### src/common/core_params.svh
// core-wide pc geometry and hart identity for the trap unit
`ifndef CORE_PARAMS_SVH
`define CORE_PARAMS_SVH

// stored pc bits above the always-zero low bits
`define CORE_PC_LEN 30

// low pc bits that are always zero
`define CORE_PC_ZEROS 2

// value returned by mhartid
`define CORE_HART_ID 32'h0000_0000

`endif

### src/common/csr_pkg.sv
// machine-mode CSR types, address field encodings and padding helpers shared by the trap unit
`include "core_params.svh"

package csr_pkg;

  // privilege field, csr address bits 9:8
  typedef enum logic [1:0] {
    PRIV_USER       = 2'b00,
    PRIV_SUPERVISOR = 2'b01,
    PRIV_HYPERVISOR = 2'b10,
    PRIV_MACHINE    = 2'b11
  } privilege_e;

  // access mode, csr address bits 11:10
  typedef enum logic [1:0] {
    ACC_NORMAL   = 2'b00,
    ACC_COUNTER  = 2'b10,
    ACC_READONLY = 2'b11
  } access_mode_e;

  // only mie and mpie are live, rest reads zero
  typedef struct packed {
    logic [23:0] rsvd_hi;
    logic        mpie;
    logic [2:0]  rsvd_mid;
    logic        mie;
    logic [2:0]  rsvd_lo;
  } mstatus_t;

  // enable bits, external / timer / software
  typedef struct packed {
    logic meie;
    logic mtie;
    logic msie;
  } mie_m_only_t;

  // pending bits, same order as the enables
  typedef struct packed {
    logic meip;
    logic mtip;
    logic msip;
  } mip_m_only_t;

  typedef struct packed {
    logic [29:0] base;
    logic [1:0]  mode;
  } mtvec_t;

  typedef struct packed {
    logic        interrupt;
    logic [30:0] code;
  } mcause_t;

  // mode 0 is direct, only other legal value
  localparam logic [1:0] MTVEC_MODE_VECTORED = 2'b01;

  // interrupt cause codes
  localparam logic [30:0] CAUSE_M_SOFTWARE_INT = 31'd3;
  localparam logic [30:0] CAUSE_M_TIMER_INT    = 31'd7;
  localparam logic [30:0] CAUSE_M_EXTERN_INT   = 31'd11;

  // spread ext/timer/sw onto bits 11/7/3
  function automatic logic [31:0] pad_mie_mip(input logic [2:0] bits);
    logic [31:0] word;
    word     = '0;
    word[11] = bits[2];
    word[7]  = bits[1];
    word[3]  = bits[0];
    return word;
  endfunction

  // stored pc back to a full byte address
  function automatic logic [31:0] pad_pc(input logic [`CORE_PC_LEN-1:0] pc);
    return {pc, {`CORE_PC_ZEROS{1'b0}}};
  endfunction

endpackage

### src/common/csr_state_if.sv
// live machine-mode CSR state from the CSR file to the arbiter and redirect stage
`timescale 1ns/100ps
`include "core_params.svh"

interface csr_state_if;
  import csr_pkg::*;

  mstatus_t                mstatus;
  mie_m_only_t             mie;
  // raw interrupt levels
  mip_m_only_t             mip;
  mtvec_t                  mtvec;
  logic [`CORE_PC_LEN-1:0] mepc;

  modport source (output mstatus, mie, mip, mtvec, mepc);

  // enable rule and pending set
  modport arbiter (input mstatus, mie, mip);

  // vector base and return target
  modport redirect (input mtvec, mepc);

endinterface

### src/common/trap_if.sv
// trap and return decision from the arbiter to the CSR file and redirect stage
`timescale 1ns/100ps
`include "core_params.svh"

interface trap_if;
  import csr_pkg::*;

  // one-cycle strobes, never both high
  logic                    trap_occurred;
  logic                    trap_returned;
  // saved pc and cause on trap entry
  logic [`CORE_PC_LEN-1:0] new_mepc;
  mcause_t                 new_mcause;

  modport arbiter (output trap_occurred, trap_returned, new_mepc, new_mcause);

  modport csr_file (input trap_occurred, trap_returned, new_mepc, new_mcause);

  // redirect needs no epc, target comes from mtvec or mepc
  modport redirect (input trap_occurred, trap_returned, new_mcause);

endinterface

### src/csr_file/csr_file.sv
// machine-mode CSR file with read mux, software writes, trap entry/exit updates and cycle counter
`timescale 1ns/100ps
`include "core_params.svh"

module csr_file (
  input  logic                 clk,
  input  logic                 rst_sync,
  input  logic                 stall_n,
  input  logic                 csr_wen,
  input  logic [11:0]          csr_addr,
  input  logic [31:0]          csr_wdata,
  output logic [31:0]          csr_rdata,
  input  logic                 mextern_int,
  input  logic                 mtimer_int,
  input  logic                 msoftware_int,
  trap_if.csr_file             trap,
  csr_state_if.source          state
);
  import csr_pkg::*;

  // short addresses, machine read-write space
  localparam logic [7:0] ADDR_MSTATUS  = 8'h00;
  localparam logic [7:0] ADDR_MIE      = 8'h04;
  localparam logic [7:0] ADDR_MTVEC    = 8'h05;
  localparam logic [7:0] ADDR_MSCRATCH = 8'h40;
  localparam logic [7:0] ADDR_MEPC     = 8'h41;
  localparam logic [7:0] ADDR_MCAUSE   = 8'h42;
  localparam logic [7:0] ADDR_MIP      = 8'h44;
  // read-only space
  localparam logic [7:0] ADDR_MHARTID  = 8'h14;
  // counter space
  localparam logic [7:0] ADDR_MCYCLE   = 8'h00;
  localparam logic [7:0] ADDR_MCYCLEH  = 8'h80;

  access_mode_e            rw_mode;
  privilege_e              priv;
  logic [7:0]              short_addr;
  logic                    sw_wen;

  mstatus_t                mstatus;
  mie_m_only_t             mie;
  mip_m_only_t             mip;
  mtvec_t                  mtvec;
  logic [31:0]             mscratch;
  logic [`CORE_PC_LEN-1:0] mepc;
  mcause_t                 mcause;
  logic [63:0]             mcycle_all;

  mstatus_t                mstatus_wr;
  mtvec_t                  mtvec_wr;

  // address split
  assign rw_mode    = access_mode_e'(csr_addr[11:10]);
  assign priv       = privilege_e'(csr_addr[9:8]);
  assign short_addr = csr_addr[7:0];

  // only machine read-write space is writable
  assign sw_wen = csr_wen && stall_n && (priv == PRIV_MACHINE) && (rw_mode == ACC_NORMAL);

  // pending bits follow the levels directly
  assign mip = {mextern_int, mtimer_int, msoftware_int};

  // live state out to arbiter and redirect
  assign state.mstatus = mstatus;
  assign state.mie     = mie;
  assign state.mip     = mip;
  assign state.mtvec   = mtvec;
  assign state.mepc    = mepc;

  // legal fields of software writes
  always_comb begin
    mstatus_wr      = '0;
    mstatus_wr.mie  = csr_wdata[3];
    mstatus_wr.mpie = csr_wdata[7];
    mtvec_wr        = csr_wdata;
    // mode 2 and 3 reserved, fold onto direct/vectored
    mtvec_wr.mode   = {1'b0, csr_wdata[0]};
  end

  // free-running cycle count
  always_ff @(posedge clk) begin
    if (rst_sync) begin
      mcycle_all <= '0;
    end else begin
      mcycle_all <= mcycle_all + 64'd1;
    end
  end

  // read mux
  always_comb begin
    csr_rdata = '0;
    if (priv == PRIV_MACHINE) begin
      case (rw_mode)
        ACC_READONLY: begin
          if (short_addr == ADDR_MHARTID) begin
            csr_rdata = `CORE_HART_ID;
          end
        end
        ACC_COUNTER: begin
          case (short_addr)
            ADDR_MCYCLE:  csr_rdata = mcycle_all[31:0];
            ADDR_MCYCLEH: csr_rdata = mcycle_all[63:32];
            default:      csr_rdata = '0;
          endcase
        end
        ACC_NORMAL: begin
          case (short_addr)
            ADDR_MSTATUS:  csr_rdata = mstatus;
            ADDR_MIE:      csr_rdata = pad_mie_mip(mie);
            ADDR_MTVEC:    csr_rdata = mtvec;
            ADDR_MSCRATCH: csr_rdata = mscratch;
            ADDR_MEPC:     csr_rdata = pad_pc(mepc);
            ADDR_MCAUSE:   csr_rdata = mcause;
            ADDR_MIP:      csr_rdata = pad_mie_mip(mip);
            default:       csr_rdata = '0;
          endcase
        end
        // 2'b01 space unimplemented
        default: csr_rdata = '0;
      endcase
    end
  end

  // control registers
  always_ff @(posedge clk) begin
    if (rst_sync) begin
      mstatus <= '0;
      mie     <= '0;
      mtvec   <= '0;
    end else if (sw_wen) begin
      // software write beats a same-cycle trap
      case (short_addr)
        ADDR_MSTATUS: mstatus <= mstatus_wr;
        ADDR_MIE:     mie <= {csr_wdata[11], csr_wdata[7], csr_wdata[3]};
        ADDR_MTVEC:   mtvec <= mtvec_wr;
        default:      ;
      endcase
    end else if (trap.trap_occurred) begin
      // stack the enable and mask further interrupts
      mstatus.mpie <= mstatus.mie;
      mstatus.mie  <= 1'b0;
    end else if (trap.trap_returned) begin
      mstatus.mie  <= mstatus.mpie;
      mstatus.mpie <= 1'b1;
    end
  end

  // payload registers
  always_ff @(posedge clk) begin
    if (sw_wen) begin
      case (short_addr)
        ADDR_MSCRATCH: mscratch <= csr_wdata;
        // ecall handlers step mepc past the call
        ADDR_MEPC:     mepc <= csr_wdata[31:`CORE_PC_ZEROS];
        // mcause has no software write path
        default:       ;
      endcase
    end else if (trap.trap_occurred) begin
      mepc   <= trap.new_mepc;
      mcause <= trap.new_mcause;
    end
  end

endmodule

### src/source/machine_trap_unit.sv
// machine-mode trap unit joining CSR file, trap arbiter and redirect stage
`timescale 1ns/100ps
`include "core_params.svh"

module machine_trap_unit (
  input  logic                    clk,
  input  logic                    rst_sync,
  // csr access port
  input  logic                    csr_ren,
  input  logic                    csr_wen,
  input  logic [11:0]             csr_addr,
  input  logic [31:0]             csr_wdata,
  output logic [31:0]             csr_rdata,
  input  logic                    stall_n,
  // synchronous exception
  input  logic                    exc_valid,
  input  csr_pkg::mcause_t        exc_cause,
  input  logic [`CORE_PC_LEN-1:0] exc_pc,
  input  logic                    mret,
  // interrupt levels
  input  logic                    mextern_int,
  input  logic                    mtimer_int,
  input  logic                    msoftware_int,
  // fetch redirect
  output logic                    redirect_valid,
  output logic [31:0]             redirect_pc
);

  logic [31:0] csr_rdata_raw;

  trap_if      trap_bus ();
  csr_state_if state_bus ();

  // read data qualified by the read strobe
  assign csr_rdata = csr_ren ? csr_rdata_raw : 32'b0;

  csr_file csr_file_i (
    .clk           (clk),
    .rst_sync      (rst_sync),
    .stall_n       (stall_n),
    .csr_wen       (csr_wen),
    .csr_addr      (csr_addr),
    .csr_wdata     (csr_wdata),
    .csr_rdata     (csr_rdata_raw),
    .mextern_int   (mextern_int),
    .mtimer_int    (mtimer_int),
    .msoftware_int (msoftware_int),
    .trap          (trap_bus.csr_file),
    .state         (state_bus.source)
  );

  // combinational decision in the event cycle
  trap_arbiter trap_arbiter_i (
    .exc_valid (exc_valid),
    .exc_cause (exc_cause),
    .exc_pc    (exc_pc),
    .mret      (mret),
    .stall_n   (stall_n),
    .csr_wen   (csr_wen),
    .state     (state_bus.arbiter),
    .trap      (trap_bus.arbiter)
  );

  // redirect one cycle later
  trap_redirect trap_redirect_i (
    .clk            (clk),
    .rst_sync       (rst_sync),
    .trap           (trap_bus.redirect),
    .state          (state_bus.redirect),
    .redirect_valid (redirect_valid),
    .redirect_pc    (redirect_pc)
  );

endmodule

### src/source/trap_arbiter.sv
// trap arbiter ranking exceptions, mret and enabled pending interrupts into trap strobes
`timescale 1ns/100ps
`include "core_params.svh"

module trap_arbiter (
  input  logic                    exc_valid,
  input  csr_pkg::mcause_t        exc_cause,
  input  logic [`CORE_PC_LEN-1:0] exc_pc,
  input  logic                    mret,
  input  logic                    stall_n,
  input  logic                    csr_wen,
  csr_state_if.arbiter            state,
  trap_if.arbiter                 trap
);
  import csr_pkg::*;

  mip_m_only_t pend_en;
  logic        int_allowed;
  logic        int_take;

  // pending and enabled
  assign pend_en = mip_m_only_t'(state.mip & state.mie);

  // global enable, no stall, no csr write in flight
  assign int_allowed = state.mstatus.mie && stall_n && !csr_wen;
  assign int_take    = int_allowed && (|pend_en);

  always_comb begin
    trap.trap_occurred = 1'b0;
    trap.trap_returned = 1'b0;
    // interrupts resume at the current pc
    trap.new_mepc      = exc_pc;
    trap.new_mcause    = exc_cause;

    if (exc_valid) begin
      // exceptions win, also over mret
      trap.trap_occurred = 1'b1;
    end else if (mret) begin
      trap.trap_returned = 1'b1;
    end else if (int_take) begin
      trap.trap_occurred        = 1'b1;
      trap.new_mcause.interrupt = 1'b1;
      // external, then software, then timer
      if (pend_en.meip) begin
        trap.new_mcause.code = CAUSE_M_EXTERN_INT;
      end else if (pend_en.msip) begin
        trap.new_mcause.code = CAUSE_M_SOFTWARE_INT;
      end else begin
        trap.new_mcause.code = CAUSE_M_TIMER_INT;
      end
    end
  end

endmodule

### src/source/trap_redirect.sv
// registered fetch redirect to the trap vector or the saved exception pc
`timescale 1ns/100ps
`include "core_params.svh"

module trap_redirect (
  input  logic          clk,
  input  logic          rst_sync,
  trap_if.redirect      trap,
  csr_state_if.redirect state,
  output logic          redirect_valid,
  output logic [31:0]   redirect_pc
);
  import csr_pkg::*;

  logic [31:0] trap_target;

  // base, plus 4*code for vectored interrupts
  always_comb begin
    trap_target = {state.mtvec.base, 2'b00};
    if ((state.mtvec.mode == MTVEC_MODE_VECTORED) && trap.new_mcause.interrupt) begin
      trap_target = trap_target + {trap.new_mcause.code[29:0], 2'b00};
    end
  end

  // one-cycle pulse after either strobe
  always_ff @(posedge clk) begin
    if (rst_sync) begin
      redirect_valid <= 1'b0;
    end else begin
      redirect_valid <= trap.trap_occurred || trap.trap_returned;
    end
  end

  // target held until the next pulse
  always_ff @(posedge clk) begin
    if (trap.trap_occurred) begin
      redirect_pc <= trap_target;
    end else if (trap.trap_returned) begin
      redirect_pc <= pad_pc(state.mepc);
    end
  end

endmodule

### config.mk
export PLATFORM = sky130hd
export DESIGN_NAME = machine_trap_unit
export DESIGN_NICKNAME = d
export VERILOG_FILES = /design/src/common/csr_pkg.sv /design/src/common/csr_state_if.sv /design/src/common/trap_if.sv /design/src/csr_file/csr_file.sv /design/src/source/machine_trap_unit.sv /design/src/source/trap_arbiter.sv /design/src/source/trap_redirect.sv
export VERILOG_INCLUDE_DIRS = /design/src /design/src/common
export SDC_FILE = /design/constraint.sdc
export NUM_CORES = 1
export LEC_CHECK = 0
export BUFFER_PORTS_ARGS = -buffer_cell sky130_fd_sc_hd__buf_2
export CAP_MARGIN = 20
export CORE_ASPECT_RATIO = 0.7
export CORE_UTILIZATION = 30
export DETAILED_ROUTE_END_ITERATION = 7
export PLACE_DENSITY = 0.47
export SLEW_MARGIN = 20
export SYNTH_ARGS = -nofsm -noshare
export SYNTH_HDL_FRONTEND = slang
export SYNTH_SLANG_ARGS = --single-unit
### constraint.sdc
create_clock -name clk -period 10.2 [get_ports clk]
set_input_delay 2.04 -clock clk [delete_from_list [all_inputs] [get_ports clk]]
set_output_delay 2.04 -clock clk [all_outputs]
set_load 0.03 [all_outputs]
==> results.toml, run 1 <==
[critical_path]
cp.required_ps = 8160
critPathKind = "in -> out"
reg2reg_to = "trap_redirect_i.redirect_pc[24]$_DFFE_PP_"
r2r_slack_ps = 5440
setup.worst_path.end_class = "output pin"
crit_path_max_fanout = 36
reg2reg_from = "csr_file_i.state.mie[2]$_SDFFE_PP0P_"
crit_arrival_ps = 4990
rr_worst_depth = 16
start_kind = "primary input"

[pwr]
powerDensity_nw_per_um2 = 148
ir_drop_v = 0.000110
p_leak_uw = 0.00539

[sta]
hold_viol = 0
fin_crit_ps = 7030
slew_headroom_pct = 41.7
fmax_ghz = 0.142
slew_violations = 0
timing.final.crit_share_pct = 68.9
fin_skew_ps = 8.80
tns_ps = 0
rsz0062_at_grt = "false"
tightest_slew_ps = 875
setup_viol = 0

[floorplanning]
dieArea_sq_um = 40800
die_h_um = 169
start_util_pct = 30.8
pin_count = 181
die_w_um = 241
num_rows = 60
core_sq_um = 38900

[yosys]
synth_area_sq_um = 12000
ys_dominant_reg_cell = "edfxtp_1"
ys.warnings.count = 0
async_flop_share_pct = 0
synth_cell_types = 72
synth.avg_cell_area_sq_um = 8.98
syn_inst = 1334
yosysSeqAreaShare_pct = 47.9
ys_seq_elements = 225
synth_edf_count = 124

[place]
dp.cells = 1992
dpl.hpwl_um = 30800
gp_congestion = 0.889
port_buffers = 178

[cts]
h-tree-depth = 1
clk_pin_slew_ps = 60
clockBufferDepth = 3
cts_tree = "yes"
insertion_delay_ps = 540
post_cts_resized = 0
cts_hold_buf = 0
postCtsSetupBuffers = 0
root_buffer = "clkbuf_16"
cts_made_buffers = 25
cts.sinks = 225

[global_route]
gr-total-overflow = 0
antenna_found_initial = 0
grt_util_all_layers_pct = 20.8
grt_pass1_wl_um = 63000
first_global_vias = 10100
grt_max_degree = 54

[cells_and_area]
final_cell_mix = "nand2_1, buf_2, a21oi_1, nor2_1, edfxtp_1"
n_antenna_cell = 0
final_common_cell = "nand2_1"
nets = 1639
ff_latch_area_sq_um = 5750
area_growth_pct = 19.0
n_fill_cell = 4051
layout-drive-gt1-share_pct = 19.9
multi_input_area_sq_um = 5920
fin_cells = 2037

[route]
drc_errors = 0
wl_met2_um = 18900
vias_per_cell = 5.14
routed-via-count = 10500
wl_per_cell_um = 21.1
antenna_left = 0
drt_iter0_drc = 927
drt-total-wl_um = 42900
first_pass_iters = 8
wl_met1_um = 19800
top_signal_layer_used = "met4"
met3_length_um = 2740

[min_path]
min_path_cells = 2
min_to = "csr_file_i.state.mie[0]$_SDFFE_PP0P_"
hp-class = "reg -> reg"
holdCritStartpoint = "csr_file_i.state.mie[0]$_SDFFE_PP0P_"

[run_status]
outcome = "finished clean"

[job]
cap_violations = 0
==> routing by layer <==
| layer | vias up | global-route usage (%) |
|---|---|---|
| met5 | - | 0 |
| met4 | 0 | 7.35 |
| met3 | 73 | 3.14 |
| met2 | 376 | 32.2 |
| met1 | 4970 | 29.2 |
| li1 | 5049 | - |
==> synthesized netlist by cell type, types with 4 or more instances <==
master / count / area share, %
nor2_1: 150 / 4.7
o21ai_1: 5 / 0.21
or3_1: 17 / 0.89
and4_1: 4 / 0.29
nor2b_1: 32 / 1.7
nand2b_1: 6 / 0.31
and2_1: 5 / 0.26
xnor2_1: 28 / 2.0
mux2_2: 31 / 2.9
nand3_1: 36 / 1.5
nand2_1: 268 / 8.4
clkbuf_8: 4 / 0.46
nor4_1: 4 / 0.21
and3_1: 13 / 0.68
xor2_1: 45 / 3.3
nor3_1: 11 / 0.46
or2_2: 4 / 0.21
mux2i_1: 6 / 0.50
a31oi_1: 12 / 0.63
a21oi_1: 166 / 6.9
inv_1: 17 / 0.53
dfxtp_1: 101 / 17
ha_1: 30 / 3.1
clkbuf_1: 56 / 1.8
a222oi_1: 27 / 2.3
a21o_1: 15 / 0.94
nand4_1: 12 / 0.63
edfxtp_1: 124 / 31
o21ai_0: 44 / 1.8
o21a_1: 5 / 0.31
==> stage by stage <==
step | power [uW] | hold slack [ps] | utilization [%] | setup WS [ps] | cell area, sq um
6_report | 2110 | 493 | 36.7 | 3170 | 14300
5_1_grt | 2180 | 511 | 36.7 | 2950 | 14300
4_1_cts | 2130 | 488 | 36.7 | 3200 | 14300
3_5_place_dp | 1200 | 480 | 34.5 | 3200 | 13400
3_3_place_gp | 1200 | 467 | 34.5 | 3260 | 13400
2_1_floorplan | 1120 | 439 | - | 3840 | 12000
==> final cells by class <==
class	count	share of cell area [%]
Inverter	17	0.447
Sequential cell	225	40.3
Tap cell	527	4.62
Multi-Input combinational cell	1025	41.5
Clock buffer	33	4.88
Timing Repair Buffer	198	7.32
Clock inverter	12	0.939
==> cells by family (layout without fill, tap and decap cells) <==
family	Yosys count	in the layout	share of synthesized area, %
multiplexers	37	37	3.41
flip-flops	225	225	47.9
AO/OA/AOI/OAI	303	303	15.3
adder cells (fa/ha/maj)	31	31	3.30
buffers and inverters	85	260	3.15
XOR/XNOR	73	73	5.34
AND/OR/NAND/NOR	579	579	21.5
other	1	2	0.0313
==> registers in the layout (all words and copies together) (netlist names) <==
register,count
csr_file_i.mscratch,32
csr_file_i.mcause,32
csr_file_i.state.mstatus,2
csr_file_i.state.mtvec,31
csr_file_i.state.mepc,30
csr_file_i.mcycle_all,64
trap_redirect_i.redirect_valid,1
trap_redirect_i.redirect_pc,30
csr_file_i.state.mie,3
==> where the power goes <==
| part | internal [uW] | total (uW) | switching (uW) |
|---|---|---|---|
| Clock | 552 | 936 | 383 |
| Sequential | 995 | 1020 | 20.2 |
| Combinational | 51.4 | 162 | 111 |
| Total | 1600 | 2110 | 514 |
==> critical path, cell delays in order <==
cell and delay (ps):
buf_2 370, nor4_2 410, nand3_1 450, nor3_4 460, buf_4 380, a222oi_1 110
a21oi_1 290, a21oi_1 100, nor2_1 110, buf_2 220
==> worst max-delay path by stage <==
stage	cells after the start	startpoint	slack (ps)	to
global route	10	csr_addr[7]	2950	csr_rdata[20]
global placement	10	csr_addr[7]	3260	csr_rdata[20]
CTS	10	csr_addr[7]	3200	csr_rdata[20]
finish	10	csr_addr[7]	3170	csr_rdata[20]
floorplan	4	csr_addr[7]	3840	csr_file_i.mscratch[0]$_DFFE_PP_
detailed placement	10	csr_addr[7]	3200	csr_rdata[20]
Note: power is estimated with default switching activity, not from simulation.
==> inputs of run 2 (changes only) <==
==> constraint.sdc (replaced) <==
create_clock -name clk -period 7.05 [get_ports clk]
set_input_delay 1.41 -clock clk [delete_from_list [all_inputs] [get_ports clk]]
set_output_delay 1.41 -clock clk [all_outputs]
set_load 0.03 [all_outputs]
==> results.toml, run 2 (same netlist as run 1, synthesis figures left out) <==
[run_status]
outcome = "finished clean"

[critical_path]
crit_path_max_fanout = 14
critPathKind = "in -> out"
start_kind = "primary input"
crit_arrival_ps = 4570
r2r_slack_ps = 2520
cp.required_ps = 5640
setup.worst_path.end_class = "output pin"

[cells_and_area]
top_regs = "csr_file_i.mcycle_all x64, csr_file_i.mcause x32, csr_file_i.mscratch x32"
top_register = "csr_file_i.mcycle_all"
fin_cells = 2042
final_common_cell = "nand2_1"
area_growth_pct = 18.9
nets = 1644
largest_register_ffs = 64
n_antenna_cell = 0
fin_area_sq_um = 14300
final_cell_mix = "nand2_1, buf_2, a21oi_1, nor2_1, edfxtp_1"
layout-drive-gt1-share_pct = 19.9

[cts]
cts_hold_buf = 0
cts_tree = "yes"
postCtsSetupBuffers = 0
insertion_delay_ps = 540
post_cts_resized = 0
cts_made_buffers = 25
clockBufferDepth = 3
cts.sinks = 225
clk_pin_slew_ps = 60
root_buffer = "clkbuf_16"
h-tree-depth = 1

[global_route]
grt_max_degree = 60
antenna_found_initial = 0
first_global_vias = 9999
grt_util_all_layers_pct = 20.4
grt_pass1_wl_um = 62400
gr-total-overflow = 0

[route]
first_pass_iters = 8
drc_errors = 0
wl_per_cell_um = 20.6
antenna_left = 0
vias_per_cell = 5.11
drt-total-wl_um = 42000
drt_iter0_drc = 913
routed-via-count = 10400

[sta]
rsz0062_at_grt = "false"
tns_ps = 0
layout_setup_ws_ps = 1070
fmax_ghz = 0.167
hold_viol = 0
slew_headroom_pct = 37.6
fin_crit_ps = 5980
tightest_slew_ps = 937
timing.final.crit_share_pct = 84.8
setup_viol = 0
fin_skew_ps = 11.2
slew_violations = 0

[pwr]
swShare_pct = 24.9
p_clk_share_pct = 43.3
ir_drop_v = 0.000178
intPower_uw = 2250
seqPwrFrac_pct = 48.9
powerDensity_nw_per_um2 = 210
combPwrFrac_pct = 7.8
p_leak_uw = 0.00539
switchingPower_uw = 745
p_total_uw = 3000

[floorplanning]
die_h_um = 169
die_w_um = 241
dieArea_sq_um = 40800
pin_count = 181
core_sq_um = 38900
start_util_pct = 30.8
num_rows = 60

[job]
cap_violations = 0

[min_path]
hp-class = "reg -> reg"

[place]
dp.cells = 1997
gp_congestion = 0.852
placed_area_sq_um = 13500
dpl.hpwl_um = 30100
port_buffers = 178
dpl_worst_slack_ps = 1070
run 2: cell count changes in the layout (fill, tap and decap cells not counted):
cell and delta:
nand3_2 -1, bufinv_16 -1, clkbuf_8 -3, clkinvlp_4 -1, buf_4 +4, buf_12 +1, clkinv_2 +1, inv_8 +1
nand3_1 +1, clkbuf_1 +3
run 2: final timing paths:
| kind | startpoint | endpoint | cells after the start |
|---|---|---|---|
| worst min-delay path | csr_file_i.state.mie[1]$_SDFFE_PP0P_ | csr_file_i.state.mie[1]$_SDFFE_PP0P_ | 2 |
| worst max register to register | csr_file_i.state.mie[2]$_SDFFE_PP0P_ | trap_redirect_i.redirect_pc[28]$_DFFE_PP_ | 16 |
| worst max-delay path | csr_addr[3] | csr_rdata[6] | 10 |
| worst min register to register | csr_file_i.state.mie[1]$_SDFFE_PP0P_ | csr_file_i.state.mie[1]$_SDFFE_PP0P_ | 2 |
run 2: critical path, stage by stage:
cell	delay (ps)
buf_2	110
nor4_2	500
nand3_1	540
nor3_4	860
buf_4	280
a222oi_1	70
a21oi_1	300
a21oi_1	70
nor2_1	190
buf_2	230
run 2: area by class of cell:
cell class                      instances  area (sq um)
Fill cell                            4111         24600
Multi-Input combinational cell       1025          5910
Sequential cell                       225          5750
Timing Repair Buffer                  203          1090
Clock buffer                           33           666
Tap cell                              527           659
Clock inverter                         12           113
Inverter                               17          63.8
run 2: per-stage QoR:
| step | util, % | hold slack [ps] |
|---|---|---|
| 5_1_grt | 36.7 | 501 |
| 3_5_place_dp | 34.7 | 470 |
| 4_1_cts | 36.7 | 477 |
| 3_3_place_gp | 34.7 | 471 |
| 6_report | 36.7 | 480 |
| 2_1_floorplan | - | 439 |
run 2: metal layers:
layer  share of wire (%)  vias up  track usage (%)
met5                   0        -                0
met2                  44      324             31.6
met3                 6.9       34             4.03
met4                 1.3        0             3.19
met1                  48     5013             29.6
li1                    -     5070                -
run 2: power groups by stage:
stage,combinational [uW],clock [uW],sequential [uW]
CTS,235,1330,1470
floorplan,99.5,0,1520
global placement,233,0,1490
detailed placement,234,0,1490
finish,232,1300,1470
global route,252,1380,1470
